===== src/rtl/jtag_ir_pkg.sv =====
package jtag_ir_pkg;

    // Width of the instruction register.
    localparam int IR_WIDTH = 4;

    // Pattern loaded in Capture-IR.
    // The two low bits must read 01 for chain integrity checks.
    localparam logic [IR_WIDTH-1:0] IR_CAPTURE = 4'b0101;

    // Instruction opcodes.
    // Any value not listed here behaves as BYPASS.
    typedef enum logic [IR_WIDTH-1:0] {
        IR_IDCODE = 4'h1,
        IR_USER0  = 4'h8,
        IR_USER1  = 4'h9,
        IR_USER2  = 4'hA,
        IR_USER3  = 4'hB,
        IR_BYPASS = 4'hF
    } ir_opcode_e;

    // Number and width of the user data registers.
    localparam int NUM_USER_DR   = 4;
    localparam int USER_DR_WIDTH = 8;

    // Device identification word; bit 0 is fixed to 1 by the standard.
    localparam int                      IDCODE_WIDTH = 32;
    localparam logic [IDCODE_WIDTH-1:0] IDCODE_VALUE = 32'h1B3F_E001;

    // Data register select decoded from the current instruction.
    // Exactly one of the three fields is active at any time.
    typedef struct packed {
        logic [NUM_USER_DR-1:0] user;
        logic                   idcode;
        logic                   bypass;
    } dr_sel_t;

endpackage


===== src/rtl/jtag_tap_pkg.sv =====
package jtag_tap_pkg;

    // The TAP controller state is held in four bits.
    localparam int TAP_STATE_WIDTH = 4;

    // The sixteen states of the TAP controller.
    // The encodings follow the usual JTAG controller numbering.
    // Test-Logic-Reset is all ones, so a stuck-high register lands there.
    typedef enum logic [TAP_STATE_WIDTH-1:0] {
        TAP_EXIT2_DR         = 4'h0,
        TAP_EXIT1_DR         = 4'h1,
        TAP_SHIFT_DR         = 4'h2,
        TAP_PAUSE_DR         = 4'h3,
        TAP_SELECT_IR_SCAN   = 4'h4,
        TAP_UPDATE_DR        = 4'h5,
        TAP_CAPTURE_DR       = 4'h6,
        TAP_SELECT_DR_SCAN   = 4'h7,
        TAP_EXIT2_IR         = 4'h8,
        TAP_EXIT1_IR         = 4'h9,
        TAP_SHIFT_IR         = 4'hA,
        TAP_PAUSE_IR         = 4'hB,
        TAP_RUN_TEST_IDLE    = 4'hC,
        TAP_UPDATE_IR        = 4'hD,
        TAP_CAPTURE_IR       = 4'hE,
        TAP_TEST_LOGIC_RESET = 4'hF
    } tap_state_e;

    // Decoded state strobes sent from the controller to every register.
    // Each strobe is high for the whole cycle spent in its state.
    typedef struct packed {
        logic test_logic_reset;
        logic capture_dr;
        logic shift_dr;
        logic update_dr;
        logic capture_ir;
        logic shift_ir;
        logic update_ir;
    } tap_ctrl_t;

endpackage

===== src/rtl/jtag_tap_top.sv =====
module jtag_tap_top
    import jtag_tap_pkg::*;
    import jtag_ir_pkg::*;
(
    input  logic                                        tck,
    input  logic                                        rst_n,
    input  logic                                        tms,
    input  logic                                        tdi,
    input  logic [NUM_USER_DR-1:0][USER_DR_WIDTH-1:0]   user_din,
    output logic [NUM_USER_DR-1:0][USER_DR_WIDTH-1:0]   user_dout,
    output logic                                        tdo,
    output logic                                        tdo_en
);

    tap_state_e             state;
    tap_ctrl_t              ctrl;
    dr_sel_t                sel;
    logic                   ir_so;
    logic [NUM_USER_DR-1:0] user_so;

    // TAP controller.
    // The state is also brought out here for the bound checker.
    jtag_tap_fsm u_fsm (
        .tck   (tck),
        .rst_n (rst_n),
        .tms   (tms),
        .state (state),
        .ctrl  (ctrl)
    );

    // Instruction register and its decode into a data register select.
    jtag_ir u_ir (
        .tck   (tck),
        .rst_n (rst_n),
        .tdi   (tdi),
        .ctrl  (ctrl),
        .ir_so (ir_so),
        .sel   (sel)
    );

    // One user data register per select bit.
    for (genvar k = 0; k < NUM_USER_DR; k++) begin : g_user_dr
        jtag_user_dr u_user_dr (
            .tck      (tck),
            .rst_n    (rst_n),
            .tdi      (tdi),
            .ctrl     (ctrl),
            .selected (sel.user[k]),
            .din      (user_din[k]),
            .dout     (user_dout[k]),
            .so       (user_so[k])
        );
    end

    // BYPASS, IDCODE and the falling-edge output stage.
    jtag_tdo_path u_tdo (
        .tck     (tck),
        .rst_n   (rst_n),
        .tdi     (tdi),
        .ctrl    (ctrl),
        .sel     (sel),
        .ir_so   (ir_so),
        .user_so (user_so),
        .tdo     (tdo),
        .tdo_en  (tdo_en)
    );

endmodule


===== src/rtl/jtag_tdo_path.sv =====
module jtag_tdo_path
    import jtag_tap_pkg::*;
    import jtag_ir_pkg::*;
(
    input  logic                   tck,
    input  logic                   rst_n,
    input  logic                   tdi,
    input  tap_ctrl_t              ctrl,
    input  dr_sel_t                sel,
    input  logic                   ir_so,
    input  logic [NUM_USER_DR-1:0] user_so,
    output logic                   tdo,
    output logic                   tdo_en
);

    logic                    bypass_reg;
    logic [IDCODE_WIDTH-1:0] idcode_shift;
    logic                    dr_so;
    logic                    shifting;

    // BYPASS register.
    // It captures 0, so a bypassed scan returns one leading zero.
    always_ff @(posedge tck) begin
        if (sel.bypass && ctrl.capture_dr) begin
            bypass_reg <= 1'b0;
        end else if (sel.bypass && ctrl.shift_dr) begin
            bypass_reg <= tdi;
        end
    end

    // IDCODE register.
    // It captures the device word and shifts it out low bit first.
    always_ff @(posedge tck) begin
        if (sel.idcode && ctrl.capture_dr) begin
            idcode_shift <= IDCODE_VALUE;
        end else if (sel.idcode && ctrl.shift_dr) begin
            idcode_shift <= {tdi, idcode_shift[IDCODE_WIDTH-1:1]};
        end
    end

    // Serial bit of the selected data register.
    // The select is one-hot, so the terms can be ORed together.
    assign dr_so = (sel.bypass & bypass_reg) | (sel.idcode & idcode_shift[0])
                 | (|(sel.user & user_so));

    assign shifting = ctrl.shift_dr | ctrl.shift_ir;

    // Output register on the falling edge, half a cycle after the shift edge.
    // Outside the Shift states tdo is parked at 0 and tdo_en drops.
    always_ff @(negedge tck or negedge rst_n) begin
        if (!rst_n) begin
            tdo    <= 1'b0;
            tdo_en <= 1'b0;
        end else begin
            tdo_en <= shifting;
            tdo    <= shifting ? (ctrl.shift_ir ? ir_so : dr_so) : 1'b0;
        end
    end

endmodule


===== src/rtl/jtag_user_dr.sv =====
module jtag_user_dr
    import jtag_tap_pkg::*;
    import jtag_ir_pkg::*;
(
    input  logic                     tck,
    input  logic                     rst_n,
    input  logic                     tdi,
    input  tap_ctrl_t                ctrl,
    input  logic                     selected,
    input  logic [USER_DR_WIDTH-1:0] din,
    output logic [USER_DR_WIDTH-1:0] dout,
    output logic                     so
);

    logic [USER_DR_WIDTH-1:0] dr_shift;

    // Shift stage.
    // It only moves while the current instruction selects this register.
    // Capture-DR samples the core value, Shift-DR moves tdi in at the top.
    always_ff @(posedge tck) begin
        if (selected && ctrl.capture_dr) begin
            dr_shift <= din;
        end else if (selected && ctrl.shift_dr) begin
            dr_shift <= {tdi, dr_shift[USER_DR_WIDTH-1:1]};
        end
    end

    // Serial output toward the TDO multiplexer.
    assign so = dr_shift[0];

    // Parallel output to the core.
    // It changes only on the edge that leaves Update-DR.
    // While another register is selected, the value is kept.
    always_ff @(posedge tck or negedge rst_n) begin
        if (!rst_n) begin
            dout <= '0;
        end else if (selected && ctrl.update_dr) begin
            dout <= dr_shift;
        end
    end

    // Test-Logic-Reset leaves dout alone.
    // The core keeps its settings across a TAP reset.

endmodule


===== src/rtl/jtag_ir.sv =====
module jtag_ir
    import jtag_tap_pkg::*;
    import jtag_ir_pkg::*;
(
    input  logic      tck,
    input  logic      rst_n,
    input  logic      tdi,
    input  tap_ctrl_t ctrl,
    output logic      ir_so,
    output dr_sel_t   sel
);

    logic [IR_WIDTH-1:0] ir_shift;
    ir_opcode_e          ir_op;

    // Shift stage of the instruction register.
    // Capture-IR loads the fixed pattern, Shift-IR moves tdi in at the top.
    // In every other state the stage holds its contents.
    always_ff @(posedge tck) begin
        if (ctrl.capture_ir) begin
            ir_shift <= IR_CAPTURE;
        end else if (ctrl.shift_ir) begin
            ir_shift <= {tdi, ir_shift[IR_WIDTH-1:1]};
        end
    end

    // The low bit leaves the chain first.
    assign ir_so = ir_shift[0];

    // Update latch that holds the current instruction.
    // Test-Logic-Reset restores IDCODE one edge after it is entered.
    always_ff @(posedge tck or negedge rst_n) begin
        if (!rst_n) begin
            ir_op <= IR_IDCODE;
        end else if (ctrl.test_logic_reset) begin
            ir_op <= IR_IDCODE;
        end else if (ctrl.update_ir) begin
            ir_op <= ir_opcode_e'(ir_shift);
        end
    end

    // Decode of the current instruction into a data register select.
    // The two low opcode bits pick the user register.
    always_comb begin
        sel = '0;
        case (ir_op)
            IR_IDCODE: sel.idcode = 1'b1;
            IR_USER0, IR_USER1, IR_USER2, IR_USER3: begin
                sel.user[ir_op[1:0]] = 1'b1;
            end
            // BYPASS and every unlisted code land here.
            default: sel.bypass = 1'b1;
        endcase
    end

endmodule


===== src/rtl/jtag_tap_fsm.sv =====
module jtag_tap_fsm
    import jtag_tap_pkg::*;
(
    input  logic       tck,
    input  logic       rst_n,
    input  logic       tms,
    output tap_state_e state,
    output tap_ctrl_t  ctrl
);

    tap_state_e next_state;

    // The state moves on every rising tck edge.
    // Reset forces Test-Logic-Reset at once, without waiting for tck.
    always_ff @(posedge tck or negedge rst_n) begin
        if (!rst_n) begin
            state <= TAP_TEST_LOGIC_RESET;
        end else begin
            state <= next_state;
        end
    end

    // Next-state logic of the standard sixteen-state graph.
    // Five tms highs reach Test-Logic-Reset from any state through these arcs.
    always_comb begin
        case (state)
            TAP_TEST_LOGIC_RESET: next_state = tms ? TAP_TEST_LOGIC_RESET : TAP_RUN_TEST_IDLE;
            TAP_RUN_TEST_IDLE:    next_state = tms ? TAP_SELECT_DR_SCAN : TAP_RUN_TEST_IDLE;
            TAP_SELECT_DR_SCAN:   next_state = tms ? TAP_SELECT_IR_SCAN : TAP_CAPTURE_DR;
            TAP_CAPTURE_DR:       next_state = tms ? TAP_EXIT1_DR : TAP_SHIFT_DR;
            TAP_SHIFT_DR:         next_state = tms ? TAP_EXIT1_DR : TAP_SHIFT_DR;
            TAP_EXIT1_DR:         next_state = tms ? TAP_UPDATE_DR : TAP_PAUSE_DR;
            TAP_PAUSE_DR:         next_state = tms ? TAP_EXIT2_DR : TAP_PAUSE_DR;
            TAP_EXIT2_DR:         next_state = tms ? TAP_UPDATE_DR : TAP_SHIFT_DR;
            TAP_UPDATE_DR:        next_state = tms ? TAP_SELECT_DR_SCAN : TAP_RUN_TEST_IDLE;
            TAP_SELECT_IR_SCAN:   next_state = tms ? TAP_TEST_LOGIC_RESET : TAP_CAPTURE_IR;
            TAP_CAPTURE_IR:       next_state = tms ? TAP_EXIT1_IR : TAP_SHIFT_IR;
            TAP_SHIFT_IR:         next_state = tms ? TAP_EXIT1_IR : TAP_SHIFT_IR;
            TAP_EXIT1_IR:         next_state = tms ? TAP_UPDATE_IR : TAP_PAUSE_IR;
            TAP_PAUSE_IR:         next_state = tms ? TAP_EXIT2_IR : TAP_PAUSE_IR;
            TAP_EXIT2_IR:         next_state = tms ? TAP_UPDATE_IR : TAP_SHIFT_IR;
            TAP_UPDATE_IR:        next_state = tms ? TAP_SELECT_DR_SCAN : TAP_RUN_TEST_IDLE;
            // An encoding outside the graph falls back to reset.
            default:              next_state = TAP_TEST_LOGIC_RESET;
        endcase
    end

    // Strobes decoded from the current state.
    // They are plain levels that stay high for the whole state.
    // The registers act on the rising edge that leaves the state.
    always_comb begin
        ctrl.test_logic_reset = (state == TAP_TEST_LOGIC_RESET);
        ctrl.capture_dr       = (state == TAP_CAPTURE_DR);
        ctrl.shift_dr         = (state == TAP_SHIFT_DR);
        ctrl.update_dr        = (state == TAP_UPDATE_DR);
        ctrl.capture_ir       = (state == TAP_CAPTURE_IR);
        ctrl.shift_ir         = (state == TAP_SHIFT_IR);
        ctrl.update_ir        = (state == TAP_UPDATE_IR);
    end

    // The pause, exit and select states have no strobe of their own.
    // In them every shift stage simply holds its contents.

endmodule


===== config.mk =====
export PLATFORM = sky130hd
export DESIGN_NAME = jtag_tap_top
export DESIGN_NICKNAME = d
export VERILOG_FILES = /design/src/rtl/jtag_ir_pkg.sv /design/src/rtl/jtag_tap_pkg.sv /design/src/rtl/jtag_tap_top.sv /design/src/rtl/jtag_tdo_path.sv /design/src/rtl/jtag_user_dr.sv /design/src/rtl/jtag_ir.sv /design/src/rtl/jtag_tap_fsm.sv
export SDC_FILE = /design/constraint.sdc
export NUM_CORES = 1
export LEC_CHECK = 0
export BUFFER_PORTS_ARGS = -buffer_cell sky130_fd_sc_hd__clkbuf_2
export CAP_MARGIN = 20
export CORE_ASPECT_RATIO = 0.9
export CORE_UTILIZATION = 50
export CTS_CLUSTER_DIAMETER = 150
export DETAILED_ROUTE_END_ITERATION = 7
export PLACE_DENSITY = 0.72
export SKIP_CTS_REPAIR_TIMING = 1
export SYNTH_ARGS = -nofsm -noshare
export SYNTH_HDL_FRONTEND = slang
export SYNTH_HIERARCHICAL = 1
export SYNTH_SLANG_ARGS = --single-unit

===== constraint.sdc =====
create_clock -name tck -period 2.9 [get_ports tck]
set_input_delay 0.58 -clock tck [delete_from_list [all_inputs] [get_ports tck]]
set_output_delay 0.58 -clock tck [all_outputs]
set_load 0.05 [all_outputs]

# After elaboration in Yosys (flattened, before gate mapping)
# Index checks and enable logic that the tools add are counted.
word_totals:
  reg_bits: 111
  inputBits: 36
  wordCells: 102
op_classes:
  order_cmp: 2
  n_eq_ne: 20
  muxes: 30
  n_bitwise: 6
  n_reduce_logical: 29
op_table:
  columns: ["op", "count"]
  rows:
  - ["8-bit 2-to-1 mux", 8]
  - ["4-bit equality test (second input constant)", 12]
  - ["4-bit one-hot mux with 12 select lines", 1]
  - ["1-bit logical AND", 17]
  - ["4-bit by 3-bit equality test with 1-bit output (second input constant)", 4]
  - ["4-bit 2-to-1 mux", 4]
  - ["2-bit 2-to-1 mux", 6]
  - ["3-bit 2-to-1 mux", 4]
  - ["2-bit nonzero test", 5]
  - ["4-bit by 1-bit equality test with 1-bit output (second input constant)", 2]
  - ["4-bit by 2-bit equality test with 1-bit output (second input constant)", 2]
  - ["4-bit OR reduction", 2]
  - ["1-bit 2-to-1 mux", 6]
  - ["5-bit OR reduction", 1]
  - ["4-bit bitwise AND", 1]
  - ["4-bit logical NOT", 1]
  - ["2-bit OR reduction", 2]
  - ["2-bit by 3-bit less-than comparator with 1-bit output (second input constant)", 1]
  - ["1-bit bitwise OR", 3]
  - ["3-bit OR reduction", 1]
  - ["1-bit bitwise AND", 2]
  - ["1-bit demux with 2-bit select", 1]
  - ["2-bit by 1-bit greater-or-equal comparator with 1-bit output (second input constant)", 1]

# Longest topological paths before layout
depth:
  word_depth: 10
  ltp_mapped: 7
  depth_no_buf: 5

# Hierarchy
# Netlist, hierarchy kept.
modules_own_cells:
  columns: ["module", "instances", "cells_per_inst", "area_each_um2", "seq_area_each_um2"]
  rows:
  - ["jtag_user_dr", 4, 35, 640.6, 440.4]
  - ["jtag_tdo_path", 1, 154, 1316.3, 710.7]
  - ["jtag_ir", 1, 35, 362.8, 181.4]
  - ["jtag_tap_fsm", 1, 31, 260.2, 105.1]

==> run metrics <==
final count of pins violating max slew 0; post-synth design cell area 4500 um2; portion of the post-synthesis area used by sequential elements 0.613; number of H-tree levels 3; library cell occupying the most area in the post-synthesis netlist sky130_fd_sc_hd__edfxtp_1; Crit. path cell count 1; endpoint class of the critical path primary output; starting density of the core 0.521; CORE AREA 8650 um2; Layout area overhead 16.3%; WL/cell 14.8 um; number of flip-flops and latches in the synthesized netlist 111; drt drc 0; Die Y-Extent 92.0 um; Tightest Pin Transition 0.526 ns; least setup slack across all paths after layout -0.0316 ns; crit-path cells buf_6; adder-cell share of the synthesized area 0; count of endpoints failing setup in the final report 3; total area of multi-input combinational cells 1650 um2; status complete, but fails checks; initial antenna violation count 0; FILL cells 726; r2r worst-path depth 6; buffer depth of the longest clock path 2; Yosys top cell area share 0.213; die area 9390 um2; final hold violation count 0; total power per unit cell area 815 nW/um2; number of buffers created by CTS 9; via/cell ratio 5.15; category of the most critical setup path register to primary output; post-layout net count 482; number of nets produced by synthesis 396; register area 2760 um2; critical path fanouts, max 1; count of boundary I/O pins 70; GRT overflow 0; Die Width 102 um; setup skew after layout 0.0234 ns; overall routed net length 8440 um; origin of the critical flop-to-flop path u_fsm/state[0]$_DFF_PN1_; Total GRT Usage 0.194; initial detailed-routing violation count 138; leading registers by flop count g_user_dr.u_user_dr/dout: 32 flops, g_user_dr.u_user_dr/dr_shift: 32 flops, u_tdo/idcode_shift: 32 flops; number of buffers and inverters on the critical path 1; Post-synth EDFFs 32; number of cell rows 32; post-route setup TNS -0.0679 ns; buffers added on ports 69; fraction of the mapped netlist area in compound gates 0.0675; Reg clk slew, reported paths 0.10 ns; Post-synth ARST share 0.378; violated checks setup timing; main combinational cell family by area after synthesis multiplexers; FF-to-FF setup slack -0.01 ns; antenna-violating nets left 0; worst-skew pair later-pin latency 0.36 ns; Initial DRT Pass Iterations 4; synthesis warning total 6; Crit path max-delay family flip-flops; synth unique cells 40; number of diodes 0; standard cell with the maximum stage delay on the critical path sky130_fd_sc_hd__dfrtn_1; layout cell share with drive strength beyond 1 0.435; # clock sinks 111; via count of the first global-routing pass 2,914; basic-gate share of the synthesized area counting and, or, nand and nor cells 0.119; MaxCap Viol Count 0; xor-xnor portion of the synthesized cell area 0; share of cell area taken by muxes after synthesis 0.174; DP Wirelength 5960 um; cell chosen for the clock root sky130_fd_sc_hd__clkbuf_8; leading register cell type out of synthesis sky130_fd_sc_hd__dfxtp_1; Syn Inst Count 360; setup repair after global routing missed its margin yes; pin count of the biggest net entering global routing 41; Leak Pwr 2.33 nW; headroom to the max-slew limit 0.649; core occupancy in the finished layout 0.606; cells taking the most area after synthesis sky130_fd_sc_hd__edfxtp_1 21%, sky130_fd_sc_hd__dfrtp_1 19%, sky130_fd_sc_hd__dfxtp_1 16%; TritonCTS clock tree done; WP data required 2.32 ns; worst hold path class input port to async pin; data arrival time at the worst-slack endpoint 2.35 ns; delay of the slowest critical-path stage 0.41 ns; routability cong. 0.769; worst-case setup slack after placement -0.0480 ns; FF-to-FF End u_tdo/tdo$_DFF_NN0_; average size of a mapped cell 12.5 um2; Setup crit start kind register; total via count after detailed routing 2,938; wire length of the first global-routing pass 13,800 um; worst vdd rail ir drop 0.437 mV
-- power breakdown --
part / internal [W] / switching (W)
clock: 0.000310 / 0.000490
combinational: 0.000512 / 0.000797
sequential: 0.00195 / 0.000210
total: 0.00277 / 0.00150
-- through the flow --
stage	total power, W	cell area (um2)	std cells	hold slack (ns)
after CTS	0.00427	5220	570	0.356
final	0.00427	5240	570	0.332
after global routing	0.00451	5240	570	0.380
after global placement	0.00341	5060	554	0.436
after detailed placement	0.00347	5060	554	0.448
after floorplan	0.00308	4520	360	0.284
-- Yosys cell counts (7+ instances only) --
| cell | number |
|---|---|
| sky130_fd_sc_hd__dfrtp_1 | 35 |
| sky130_fd_sc_hd__nor2_1 | 10 |
| sky130_fd_sc_hd__nand2_1 | 68 |
| sky130_fd_sc_hd__inv_1 | 7 |
| sky130_fd_sc_hd__a21oi_1 | 8 |
| sky130_fd_sc_hd__dfxtp_1 | 37 |
| sky130_fd_sc_hd__nand2_2 | 8 |
| sky130_fd_sc_hd__edfxtp_1 | 32 |
| sky130_fd_sc_hd__nand3_1 | 15 |
| sky130_fd_sc_hd__mux2_2 | 65 |
| sky130_fd_sc_hd__a21oi_2 | 10 |
-- metal layers --
| metal | part of all wire | GRT usage |
|---|---|---|
| met1 | 0.46 | 0.258 |
| met3 | 0.055 | 0.0595 |
| met4 | 0.016 | 0.0702 |
| met2 | 0.47 | 0.299 |
| met5 | 0 | 0 |
-- worst max-delay path by stage --
stage,startpoint,to,slack [ns]
6_report,u_tdo/tdo_en$_DFF_NN0_,tdo_en,-0.03
3_5_place_dp,u_ir/ir_op[0]$_DFFE_PN1P_,u_tdo/tdo$_DFF_NN0_,-0.05
4_1_cts,u_tdo/tdo$_DFF_NN0_,tdo,-0.14
2_1_floorplan,u_fsm/state[1]$_DFF_PN1_,u_tdo/tdo$_DFF_NN0_,-0.12
5_1_grt,u_tdo/tdo_en$_DFF_NN0_,tdo_en,-0.08
3_3_place_gp,u_ir/ir_op[0]$_DFFE_PN1P_,u_tdo/tdo$_DFF_NN0_,0.004
-- final cells by class --
| type | instances | area share |
|---|---|---|
| Multi-Input combinational cell | 230 | 0.315 |
| Clock buffer | 12 | 0.0258 |
| Tap cell | 119 | 0.0284 |
| Clock inverter | 4 | 0.00454 |
| Sequential cell | 111 | 0.527 |
| Timing Repair Buffer | 87 | 0.0948 |
| Inverter | 7 | 0.00502 |
-- logic make-up (layout without fill, tap and decap cells) --
group,after synthesis,in the layout
AOI/OAI and AO/OA,41,41
buffers and inverters,19,110
and+or+nand+nor,119,119
muxes,70,70
DFF,111,111
-- cells in the final DEF, fill, tap and decap left out, types with 8 or more instances in the layout --
master	n
sky130_fd_sc_hd__a21oi_2	10
sky130_fd_sc_hd__nand2_2	8
sky130_fd_sc_hd__a21oi_1	8
sky130_fd_sc_hd__mux2_2	65
sky130_fd_sc_hd__nand3_1	15
sky130_fd_sc_hd__nand2_1	68
sky130_fd_sc_hd__dfxtp_1	37
sky130_fd_sc_hd__clkbuf_8	9
sky130_fd_sc_hd__edfxtp_1	32
sky130_fd_sc_hd__dfrtp_1	35
sky130_fd_sc_hd__clkbuf_2	67
sky130_fd_sc_hd__buf_4	17
sky130_fd_sc_hd__nor2_1	10
Power figures use the tool's default switching activity.
